[src/commit_pkg.sv]
// shared widths, FIFO depth, trap opcode, a0 index
// and the commit record passed from producer to trace sink
`default_nettype none

package commit_pkg;

  // datapath widths
  localparam int XLEN    = 64;
  localparam int ILEN    = 32;
  localparam int RIDX_W  = 5;
  localparam int WDEST_W = 8;

  // register a0 (x10) holds the exit code
  localparam logic [RIDX_W-1:0] A0_IDX = 5'd10;

  // custom major opcode that ends the run
  localparam logic [6:0] TRAP_OPCODE = 7'h6b;
  localparam int         TRAP_CODE_W = 3;

  // record queue
  localparam int FIFO_DEPTH = 4;
  localparam int FIFO_AW    = 2;

  // one retired instruction as seen by the trace sink
  typedef struct packed {
    logic [XLEN-1:0]        pc;
    logic [ILEN-1:0]        inst;
    logic                   wen;        // cleared for x0
    logic [WDEST_W-1:0]     wdest;
    logic [XLEN-1:0]        wdata;
    logic                   skip;
    logic                   is_trap;
    logic [TRAP_CODE_W-1:0] trap_code;  // a0 low bits before the trap
  } commit_rec_t;

endpackage

`default_nettype wire

[src/commit_fifo.sv]
// show-ahead commit record FIFO
// with empty and almost-full levels
`default_nettype none
`timescale 1ns/1ps

module commit_fifo (
  input  wire                            clk,
  input  wire                            rst,
  input  wire                            i_push,
  input  wire commit_pkg::commit_rec_t   i_rec,
  input  wire                            i_pop,
  output commit_pkg::commit_rec_t        o_rec,
  output logic                           o_empty,
  output logic                           o_afull
);

  import commit_pkg::*;

  commit_rec_t        mem [FIFO_DEPTH];
  logic [FIFO_AW-1:0] wr_ptr;
  logic [FIFO_AW-1:0] rd_ptr;
  logic [FIFO_AW:0]   count;
  logic               full;
  logic               do_push;
  logic               do_pop;

  assign full    = (count == (FIFO_AW + 1)'(FIFO_DEPTH));
  assign o_empty = (count == '0);
  // fewer than two free slots, one record may still be in flight
  assign o_afull = (count >= (FIFO_AW + 1)'(FIFO_DEPTH - 1));

  assign do_push = i_push & ~full;
  assign do_pop  = i_pop & ~o_empty;

  assign o_rec = mem[rd_ptr];  // head shown ahead

  always_ff @(posedge clk) begin
    if (do_push) begin
      mem[wr_ptr] <= i_rec;
    end
  end

  always_ff @(posedge clk) begin
    if (rst) begin
      wr_ptr <= '0;
      rd_ptr <= '0;
      count  <= '0;
    end else begin
      if (do_push) begin
        wr_ptr <= wr_ptr + 1'b1;  // wraps at depth
      end
      if (do_pop) begin
        rd_ptr <= rd_ptr + 1'b1;
      end
      case ({do_push, do_pop})
        2'b10: begin
          count <= count + 1'b1;
        end
        2'b01: begin
          count <= count - 1'b1;
        end
        default: begin
          count <= count;  // idle or both
        end
      endcase
    end
  end

endmodule

`default_nettype wire

[src/commit_top.sv]
// commit trace top: producer, record FIFO and consumer
`default_nettype none
`timescale 1ns/1ps

module commit_top (
  input  wire                                clk,
  input  wire                                rst,
  input  wire [commit_pkg::RIDX_W-1:0]       i_rd,
  input  wire                                i_rd_wen,
  input  wire [commit_pkg::XLEN-1:0]         i_rd_wdata,
  input  wire [commit_pkg::XLEN-1:0]         i_pc,
  input  wire [commit_pkg::ILEN-1:0]         i_inst,
  input  wire [31:0]                         i_intr_no,
  input  wire                                i_cmtvalid,
  input  wire                                i_skipcmt,
  input  wire                                i_trace_hold,
  output wire                                o_stall,
  output wire                                o_trace_valid,
  output wire [commit_pkg::XLEN-1:0]         o_trace_pc,
  output wire [commit_pkg::ILEN-1:0]         o_trace_inst,
  output wire                                o_trace_wen,
  output wire [commit_pkg::WDEST_W-1:0]      o_trace_wdest,
  output wire [commit_pkg::XLEN-1:0]         o_trace_wdata,
  output wire                                o_trace_skip,
  output wire                                o_trap,
  output wire [commit_pkg::TRAP_CODE_W-1:0]  o_trap_code,
  output wire [commit_pkg::XLEN-1:0]         o_cycle_cnt,
  output wire [commit_pkg::XLEN-1:0]         o_instr_cnt
);

  import commit_pkg::*;

  commit_rec_t push_rec;  // producer register
  commit_rec_t head_rec;  // FIFO head
  logic        push;
  logic        pop;
  logic        empty;
  logic        afull;

  retire_gate u_retire_gate (
    .clk        (clk),
    .rst        (rst),
    .i_rd       (i_rd),
    .i_rd_wen   (i_rd_wen),
    .i_rd_wdata (i_rd_wdata),
    .i_pc       (i_pc),
    .i_inst     (i_inst),
    .i_intr_no  (i_intr_no),
    .i_cmtvalid (i_cmtvalid),
    .i_skipcmt  (i_skipcmt),
    .i_afull    (afull),
    .o_push     (push),
    .o_rec      (push_rec),
    .o_stall    (o_stall)
  );

  commit_fifo u_commit_fifo (
    .clk     (clk),
    .rst     (rst),
    .i_push  (push),
    .i_rec   (push_rec),
    .i_pop   (pop),
    .o_rec   (head_rec),
    .o_empty (empty),
    .o_afull (afull)
  );

  commit_tracker u_commit_tracker (
    .clk           (clk),
    .rst           (rst),
    .i_rec         (head_rec),
    .i_empty       (empty),
    .i_trace_hold  (i_trace_hold),
    .o_pop         (pop),
    .o_trace_valid (o_trace_valid),
    .o_trace_pc    (o_trace_pc),
    .o_trace_inst  (o_trace_inst),
    .o_trace_wen   (o_trace_wen),
    .o_trace_wdest (o_trace_wdest),
    .o_trace_wdata (o_trace_wdata),
    .o_trace_skip  (o_trace_skip),
    .o_trap        (o_trap),
    .o_trap_code   (o_trap_code),
    .o_cycle_cnt   (o_cycle_cnt),
    .o_instr_cnt   (o_instr_cnt)
  );

endmodule

`default_nettype wire

[src/commit_tracker.sv]
// commit consumer: drains records to the trace ports,
// counts cycles and instructions, latches the trap
`default_nettype none
`timescale 1ns/1ps

module commit_tracker (
  input  wire                                clk,
  input  wire                                rst,
  input  wire commit_pkg::commit_rec_t       i_rec,
  input  wire                                i_empty,
  input  wire                                i_trace_hold,
  output logic                               o_pop,
  output logic                               o_trace_valid,
  output logic [commit_pkg::XLEN-1:0]        o_trace_pc,
  output logic [commit_pkg::ILEN-1:0]        o_trace_inst,
  output logic                               o_trace_wen,
  output logic [commit_pkg::WDEST_W-1:0]     o_trace_wdest,
  output logic [commit_pkg::XLEN-1:0]        o_trace_wdata,
  output logic                               o_trace_skip,
  output logic                               o_trap,
  output logic [commit_pkg::TRAP_CODE_W-1:0] o_trap_code,
  output logic [commit_pkg::XLEN-1:0]        o_cycle_cnt,
  output logic [commit_pkg::XLEN-1:0]        o_instr_cnt
);

  import commit_pkg::*;

  logic take_trap;

  // one record per cycle unless the sink holds
  assign o_pop     = ~i_empty & ~i_trace_hold;
  assign take_trap = o_pop & i_rec.is_trap;

  always_ff @(posedge clk) begin
    if (rst) begin
      o_trace_valid <= 1'b0;
      o_trap        <= 1'b0;
      o_trap_code   <= '0;
      o_cycle_cnt   <= '0;
      o_instr_cnt   <= '0;
    end else begin
      o_trace_valid <= o_pop;
      if (take_trap) begin
        o_trap      <= 1'b1;  // sticky until reset
        o_trap_code <= i_rec.trap_code;
      end
      // both counters freeze once the trap is out
      if (~o_trap) begin
        o_cycle_cnt <= o_cycle_cnt + 1'b1;
        if (o_pop) begin
          o_instr_cnt <= o_instr_cnt + 1'b1;
        end
      end
    end
  end

  // trace payload, meaningful only with o_trace_valid
  always_ff @(posedge clk) begin
    if (o_pop) begin
      o_trace_pc    <= i_rec.pc;
      o_trace_inst  <= i_rec.inst;
      o_trace_wen   <= i_rec.wen;
      o_trace_wdest <= i_rec.wdest;
      o_trace_wdata <= i_rec.wdata;
      o_trace_skip  <= i_rec.skip;
    end
  end

endmodule

`default_nettype wire

[src/retire_gate.sv]
// commit producer: filters retirements, tracks a0,
// tags the trap instruction and pushes records
`default_nettype none
`timescale 1ns/1ps

module retire_gate (
  input  wire                            clk,
  input  wire                            rst,
  input  wire [commit_pkg::RIDX_W-1:0]   i_rd,
  input  wire                            i_rd_wen,
  input  wire [commit_pkg::XLEN-1:0]     i_rd_wdata,
  input  wire [commit_pkg::XLEN-1:0]     i_pc,
  input  wire [commit_pkg::ILEN-1:0]     i_inst,
  input  wire [31:0]                     i_intr_no,
  input  wire                            i_cmtvalid,
  input  wire                            i_skipcmt,
  input  wire                            i_afull,
  output logic                           o_push,
  output commit_pkg::commit_rec_t        o_rec,
  output logic                           o_stall
);

  import commit_pkg::*;

  logic                   accept;
  logic                   is_trap;
  logic                   a0_write;
  logic                   trap_seen;   // sticky, blocks input until reset
  logic [TRAP_CODE_W-1:0] shadow_a0;   // only the exit code bits matter

  // interrupts and anything after the trap are dropped
  assign accept   = i_cmtvalid & (i_intr_no == '0) & ~trap_seen & ~i_afull;
  assign is_trap  = (i_inst[6:0] == TRAP_OPCODE);
  assign a0_write = i_rd_wen & (i_rd == A0_IDX);
  assign o_stall  = i_afull;

  always_ff @(posedge clk) begin
    if (rst) begin
      o_push    <= 1'b0;
      trap_seen <= 1'b0;
      shadow_a0 <= '0;
    end else begin
      o_push <= accept;
      if (accept & is_trap) begin
        trap_seen <= 1'b1;
      end
      if (accept & a0_write) begin
        shadow_a0 <= i_rd_wdata[TRAP_CODE_W-1:0];
      end
    end
  end

  always_ff @(posedge clk) begin
    if (accept) begin
      o_rec.pc        <= i_pc;
      o_rec.inst      <= i_inst;
      o_rec.wen       <= i_rd_wen & (i_rd != '0);  // x0 never written
      o_rec.wdest     <= {{(WDEST_W - RIDX_W){1'b0}}, i_rd};
      o_rec.wdata     <= i_rd_wdata;
      o_rec.skip      <= i_skipcmt;
      o_rec.is_trap   <= is_trap;
      // shadow still holds the value from before this instruction
      o_rec.trap_code <= is_trap ? shadow_a0 : '0;
    end
  end

endmodule

`default_nettype wire

[config.mk]
export PLATFORM = sky130hd
export DESIGN_NAME = commit_top
export DESIGN_NICKNAME = d
export VERILOG_FILES = /design/src/commit_pkg.sv /design/src/commit_fifo.sv /design/src/commit_top.sv /design/src/commit_tracker.sv /design/src/retire_gate.sv
export SDC_FILE = /design/constraint.sdc
export NUM_CORES = 1
export LEC_CHECK = 0
export ABC_AREA = 1
export CAP_MARGIN = 20
export CORE_UTILIZATION = 39
export CTS_CLUSTER_SIZE = 16
export DETAILED_ROUTE_END_ITERATION = 6
export DONT_BUFFER_PORTS = 1
export GPL_TIMING_DRIVEN = 0
export PLACE_DENSITY_LB_ADDON = 0.25
export SLEW_MARGIN = 10
export SYNTH_ARGS = -nofsm -noshare
export SYNTH_HDL_FRONTEND = slang
export SYNTH_SLANG_ARGS = --single-unit
[constraint.sdc]
create_clock -name clk -period 25.5 [get_ports clk]
set_input_delay 5.1 -clock clk [delete_from_list [all_inputs] [get_ports clk]]
set_output_delay 5.1 -clock clk [all_outputs]
set_load 0.02 [all_outputs]
==> results.json, run 1 <==
{
  "status": "finished clean",
  "seqPwrFrac_pct": 53.8,
  "postCtsSetupBuffers": 0,
  "first_iter_violations": 1808,
  "routed_wl_mm": 117.6,
  "synth_seq_area_share_pct": 76.80,
  "ant_nets": 0,
  "clk_latency_ns": 0.71,
  "final_util_pct": 45.67,
  "cp-end-kind": "flop",
  "crit_family": "buffers and inverters",
  "use_met1_pct": 24.89,
  "pwr-share-clk_pct": 45.9,
  "synth_edf_count": 1022,
  "cp.required_ns": 26.07,
  "synth_top_cell_area_share_pct": 70.08,
  "nNetsFinal": 3753,
  "netlist_area_um2": 43790,
  "total_power_mw": 3.819,
  "critPathKind": "primary input to flop",
  "finClkSkew_ns": 0.03530,
  "root_buffer": "clkbuf_16",
  "avgSynthCellArea_um2": 12.98,
  "grt_util_met3_pct": 6.206,
  "ys_async_sr_fraction_pct": 0,
  "grt_usage_pct": 20.25,
  "cts_tree": "yes",
  "dpl.hpwl_mm": 79.73,
  "cts_made_buffers": 119,
  "min_period_over_period_pct": 26.11,
  "htreeDepth": 3,
  "cts_hold_buf": 0,
  "ios": 507,
  "syn_inst": 3373,
  "fin_tns_setup_ns": 0,
  "drc": 0,
  "path_clk_slew_ns": 0.07,
  "yosysUniqueCellTypes": 44,
  "synthFlopType": "edfxtp_1",
  "maxSlewHeadroom_pct": 26.30,
  "rsz0062_at_grt": "false",
  "ir_drop_uv": 54.96,
  "numPortBuffers": 0,
  "cts.sinks": 1169,
  "area_growth_pct": 15.73,
  "final_max_slew_viol_count": 0,
  "synth.ff_latch_count": 1169,
  "route.vias.total": 26560,
  "pwr-share-comb_pct": 0.3,
  "max_freq_ghz": 0.1502,
  "startpoint_type": "primary input",
  "cp_slowest_stage_delay_ns": 0.57,
  "die_y_um": 337.1,
  "initial_utilization_pct": 39.46,
  "fill_cells": 9882,
  "p_leak_nw": 16.05,
  "grt_max_degree": 88,
  "hold_class": "flop to flop",
  "std_cell_rows": 122,
  "crit_arrival_ns": 7.23,
  "first_pass_iters": 6,
  "min_period_ns": 6.659,
  "overflow": 0,
  "switching_share_pct": 19.64,
  "path_cells": "inv_1, nand2_1, inv_8, ha_1, inv_1, fa_1, a21oi_1, o21ai_0, o21ai_0, a21oi_1",
  "crit_fanout": 87,
  "die-area_um2": 113600,
  "dp_slack_ns": 18.08,
  "antenna_found_initial": 32,
  "drive_gt1_share_pct": 8.914,
  "yosysMostFrequentCell": "edfxtp_1",
  "grt.busiest_layer": "met2",
  "die_w_um": 337.1,
  "netlist_top_cells_area": "edfxtp_1 (70%), dfxtp_1 (6.7%), nor2_1 (5.9%), o21ai_0 (4.4%), nand2_1 (2.9%)",
  "drv_cap": 0,
  "wl_per_cell_um": 22.87,
  "gp_congestion": 0.9193,
  "p_int_mw": 3.069,
  "finalHoldViolations": 0,
  "grt_pass1_vias": 25670,
  "use_met2_pct": 34.04,
  "vias_per_cell": 5.164,
  "ctsResizeCount": 0,
  "fin_ws_ns": 18.84,
  "core-area_um2": 111000,
  "yosysTopAreaCell": "edfxtp_1",
  "yosysWarnings": 0,
  "grt_pass1_wl_mm": 169.7,
  "netlist_top_cells_count": "edfxtp_1 (1022), nor2_1 (688), o21ai_0 (389)",
  "path_buf_inv": 3,
  "cts_buffer_depth": 3,
  "worstMarginPinSlew_ns": 1.105,
  "setup_viol": 0,
  "power_density_nw_per_um2": 75.36,
  "cpMaxStageDelayCell": "inv_8",
  "switchingPower_mw": 0.7500
}
==> power groups by stage <==
stage / sequential [mW] / combinational, mW / clock, mW
after floorplan: 2.10 / 0.00824 / 0
after global placement: 2.10 / 0.0128 / 0
after detailed placement: 2.10 / 0.0131 / 0
after CTS: 2.05 / 0.0131 / 1.79
after global routing: 2.05 / 0.0145 / 1.86
final: 2.06 / 0.0129 / 1.75
==> routing by layer <==
layer,share of wire (%),vias up
met5,0.19,-
met2,49,883
met3,9.0,196
met4,2.5,34
li1,-,12450
met1,39,13000
==> layout by cell type (no fill, tap or decap), types with 4 or more instances in the layout <==
master	n
nor2_2	18
clkinv_4	4
xnor2_1	10
xor2_1	20
o21bai_1	4
o21a_1	8
nand2_2	7
clkinv_2	20
edfxtp_1	1022
buf_12	30
nand3_2	7
bufinv_16	13
nor2_1	683
buf_16	14
o21ai_0	388
clkbuf_16	121
nand3_1	79
inv_1	161
ha_1	7
nor3b_1	7
o22ai_1	170
nand4_1	40
dfxtp_1	147
nor2_4	18
clkinvlp_4	9
buf_4	7
nand2_1	333
inv_2	4
nor3_1	24
clkbuf_1	124
buf_2	27
clkinv_1	21
a21oi_1	55
diode_2	9
==> path summary, 6_finish.rpt <==
| kind | end | slack (ns) | startpoint | depth (start not counted) |
|---|---|---|---|---|
| min reg2reg | u_commit_fifo.rd_ptr[1] | 0.47 | u_commit_fifo.rd_ptr[1] | 2 |
| min | u_commit_fifo.rd_ptr[1] | 0.47 | u_commit_fifo.rd_ptr[1] | 2 |
| max | u_commit_fifo.count[2] | 18.84 | i_trace_hold | 10 |
| max reg2reg | u_commit_tracker.o_trace_pc[52] | 22.57 | flop | 6 |
==> kinds of logic (layout without fill, tap and decap cells) <==
group	after synthesis	count (layout)	synth area share, %
compound gates	631	631	7.797
buf+inv	302	573	2.760
fa+ha+maj	8	8	0.2457
other cells	1	12	0.008563
simple gates	1232	1232	11.79
xor+xnor	30	30	0.6000
flops	1169	1169	76.80
==> flip-flops by register name, indices dropped and copies added, names as in the netlist, 3 cells and up, named ones only <==
| signal | flops |
|---|---|
| u_commit_fifo.count | 3 |
| u_commit_fifo.mem | 684 |
| u_commit_tracker.o_cycle_cnt | 64 |
| u_commit_tracker.o_instr_cnt | 64 |
| u_commit_tracker.o_trace_inst | 32 |
| u_commit_tracker.o_trace_pc | 64 |
| u_commit_tracker.o_trace_wdata | 64 |
| u_commit_tracker.o_trace_wdest | 5 |
| u_commit_tracker.o_trap_code | 3 |
| u_retire_gate.o_rec | 171 |
| u_retire_gate.shadow_a0 | 3 |
==> worst reg2reg max path, stage by stage, from the launching register on <==
cell and delay [ns]:
dfxtp_1 0.30, buf_2 0.42, clkinv_1 0.77, buf_2 0.54, clkbuf_1 0.34, o21ai_0 0.17, o22ai_1 0.12
==> through the flow <==
| step | instance area (µm²) | std cells | hold slack, ns |
|---|---|---|---|
| 2_1_floorplan | 43800 | 3375 | 0.4269 |
| 3_3_place_gp | 45660 | 4863 | 0.4570 |
| 3_5_place_dp | 46710 | 4909 | 0.4612 |
| 4_1_cts | 50660 | 5134 | 0.4716 |
| 5_1_grt | 50670 | 5139 | 0.5049 |
| 6_report | 50680 | 5143 | 0.4729 |
==> layout make-up <==
cell class | instances | area, µm² | share of cell area, %
Antenna cell | 9 | 22.52 | 0.04444
Buffer | 133 | 574.3 | 1.133
Clock buffer | 153 | 3173 | 6.261
Clock inverter | 72 | 770.7 | 1.521
Inverter | 169 | 641.9 | 1.266
Multi-Input combinational cell | 1904 | 9004 | 17.77
Sequential cell | 1169 | 33630 | 66.36
Tap cell | 1488 | 1862 | 3.674
Timing Repair Buffer | 46 | 1001 | 1.975
(Power assumes the default switching activity.)
==> inputs of run 2 (changes only) <==
==> constraint.sdc (replaced) <==
create_clock -name clk -period 5.58 [get_ports clk]
set_input_delay 1.116 -clock clk [delete_from_list [all_inputs] [get_ports clk]]
set_output_delay 1.116 -clock clk [all_outputs]
set_load 0.02 [all_outputs]
==> run 2 against run 1 <==
Net effect:
- hold slack gained 0.0054 ns
- sequential share of layout area shrank 0.057 points
- sequential power grew to 4.6 times the previous value
- clock skew shrank 0.0042 ns
- flip-flop and latch count is the same
- die area is the same
- via count shrank 0.71%
- non-clock buffer count shrank 2
- utilization is essentially flat
==> results.json, run 2 (synthesis results as in run 1) <==
{
  "core-area_um2": 111000,
  "wl_per_cell_um": 22.45,
  "cts_made_buffers": 120,
  "largest_reg_flops": 684,
  "dp_slack_ns": 1.891,
  "status": "finished clean",
  "final_max_slew_viol_count": 0,
  "cts_hold_buf": 0,
  "htreeDepth": 3,
  "path_buf_inv": 1,
  "maxSlewHeadroom_pct": 30.60,
  "total_power_mw": 17.56,
  "drv_cap": 0,
  "cts.sinks": 1169,
  "hold_class": "flop to flop",
  "ir_drop_uv": 261.7,
  "cp_slowest_stage_delay_ns": 0.81,
  "routed_wl_mm": 115.5,
  "fin_tns_setup_ns": 0,
  "antenna_found_initial": 35,
  "ctsResizeCount": 0,
  "crit_family": "compound AO/OA/AOI/OAI gates",
  "multiInputGateArea_um2": 9004,
  "rsz0062_at_grt": "false",
  "die-area_um2": 113600,
  "cts_buffer_depth": 3,
  "stdcell_count": 5147,
  "grt_pass1_vias": 25660,
  "min_period_ns": 3.074,
  "numPortBuffers": 0,
  "ios": 507,
  "path_cells": "inv_1, o21ai_0",
  "whs_ns": 0.4783,
  "finClkSkew_ns": 0.03111,
  "clk_latency_ns": 0.70,
  "first_pass_iters": 6,
  "seq_area_um2": 33630,
  "vias_per_cell": 5.123,
  "grt_pass1_wl_mm": 166.9,
  "worstMarginPinSlew_ns": 1.035,
  "ant_nets": 0,
  "drive_gt1_share_pct": 9.281,
  "overflow": 0,
  "startpoint_type": "flop",
  "setup_viol": 0,
  "cp-end-kind": "output port",
  "critPathKind": "flop to output port",
  "cts_tree": "yes",
  "grt_max_degree": 78,
  "fin_ws_ns": 2.506,
  "dpl.cell_count": 4907,
  "die_y_um": 337.1,
  "nNetsFinal": 3752,
  "mostFrequentLayoutCells": "edfxtp_1 (1022), nor2_1 (683), o21ai_0 (389)",
  "cpMaxStageDelayCell": "o21ai_0",
  "area_growth_pct": 15.83,
  "first_iter_violations": 1857,
  "die_w_um": 337.1,
  "finalHoldViolations": 0,
  "p_leak_nw": 16.09,
  "dpl.hpwl_mm": 78.81,
  "fill_cells": 9899,
  "crit_fanout": 3,
  "std_cell_rows": 122,
  "crit_arrival_ns": 1.96,
  "largestRegisters": "u_commit_fifo.mem (684), u_retire_gate.o_rec (171)",
  "max_freq_ghz": 0.3253,
  "layout_commonest_cell": "edfxtp_1",
  "gp_congestion": 0.9029,
  "path_clk_slew_ns": 0.06,
  "cp.required_ns": 4.46,
  "initial_utilization_pct": 39.46,
  "route.vias.total": 26370,
  "regMostFlops": "u_commit_fifo.mem",
  "min_period_over_period_pct": 55.09,
  "root_buffer": "clkbuf_16",
  "drc": 0,
  "grt_usage_pct": 19.98,
  "power_density_nw_per_um2": 346.2,
  "postCtsSetupBuffers": 0
}
## run 2: cell count changes in the layout (fill, tap and decap cells not counted), moves of 2 or more
cell / before / now
buf_4: 7 / 5
clkinv_2: 20 / 31
inv_8: 1 / 3
buf_16: 14 / 12
bufinv_16: 13 / 16
clkinv_4: 4 / 7
clkinvlp_2: 2 / 0
inv_16: 0 / 2
clkbuf_8: 2 / 0
clkbuf_1: 124 / 107
clkinvlp_4: 9 / 13
diode_2: 9 / 17
clkinv_16: 2 / 0
## run 2: final cells by class
class | count | area share [%]
Clock inverter | 91 | 1.857
Buffer | 133 | 1.132
Clock buffer | 132 | 6.051
Tap cell | 1488 | 3.670
Inverter | 169 | 1.265
Multi-Input combinational cell | 1904 | 17.75
Sequential cell | 1169 | 66.30
Antenna cell | 17 | 0.08387
Timing Repair Buffer | 44 | 1.887
## run 2: stage by stage
stage | area [µm²] | util, %
after global placement | 45670 | 41.15
after detailed placement | 46670 | 42.06
after global routing | 50690 | 45.68
final | 50720 | 45.71
after floorplan | 43810 | -
after CTS | 50680 | 45.67
## run 2: worst paths after layout
| kind | start | endpoint | slack (ns) | cells past startpoint |
|---|---|---|---|---|
| max | u_commit_fifo.count[1] | o_stall | 2.51 | 2 |
| min reg2reg | u_commit_fifo.rd_ptr[1] | u_commit_fifo.rd_ptr[1] | 0.48 | 2 |
| min | u_commit_fifo.rd_ptr[1] | u_commit_fifo.rd_ptr[1] | 0.48 | 2 |
| max reg2reg | u_commit_fifo.count[0] | u_retire_gate.o_rec[66] | 2.71 | 8 |
## run 2: layer usage
layer / up-vias / track usage (%) / routed length (µm)
met2: 927 / 33.57 / 55860
met5: - / 0 / 162
met4: 26 / 5.580 / 2637
met3: 197 / 6.900 / 11870
met1: 12750 / 24.30 / 45020
li1: 12470 / - / -
## run 2: worst reg2reg max path: cells and delay by family (launching register included)
family | cells | cell delay, ns
compound gates | 1 | 0.41
simple gates | 3 | 0.94
buf+inv | 4 | 0.88
flops | 1 | 0.31
## run 2: power breakdown
part	switching, mW	internal, mW	leakage (nW)
sequential	0.00528	9.39	10.3
combinational	0.0431	0.0148	3.80
clock	3.39	4.72	1.95
total	3.44	14.1	16.1
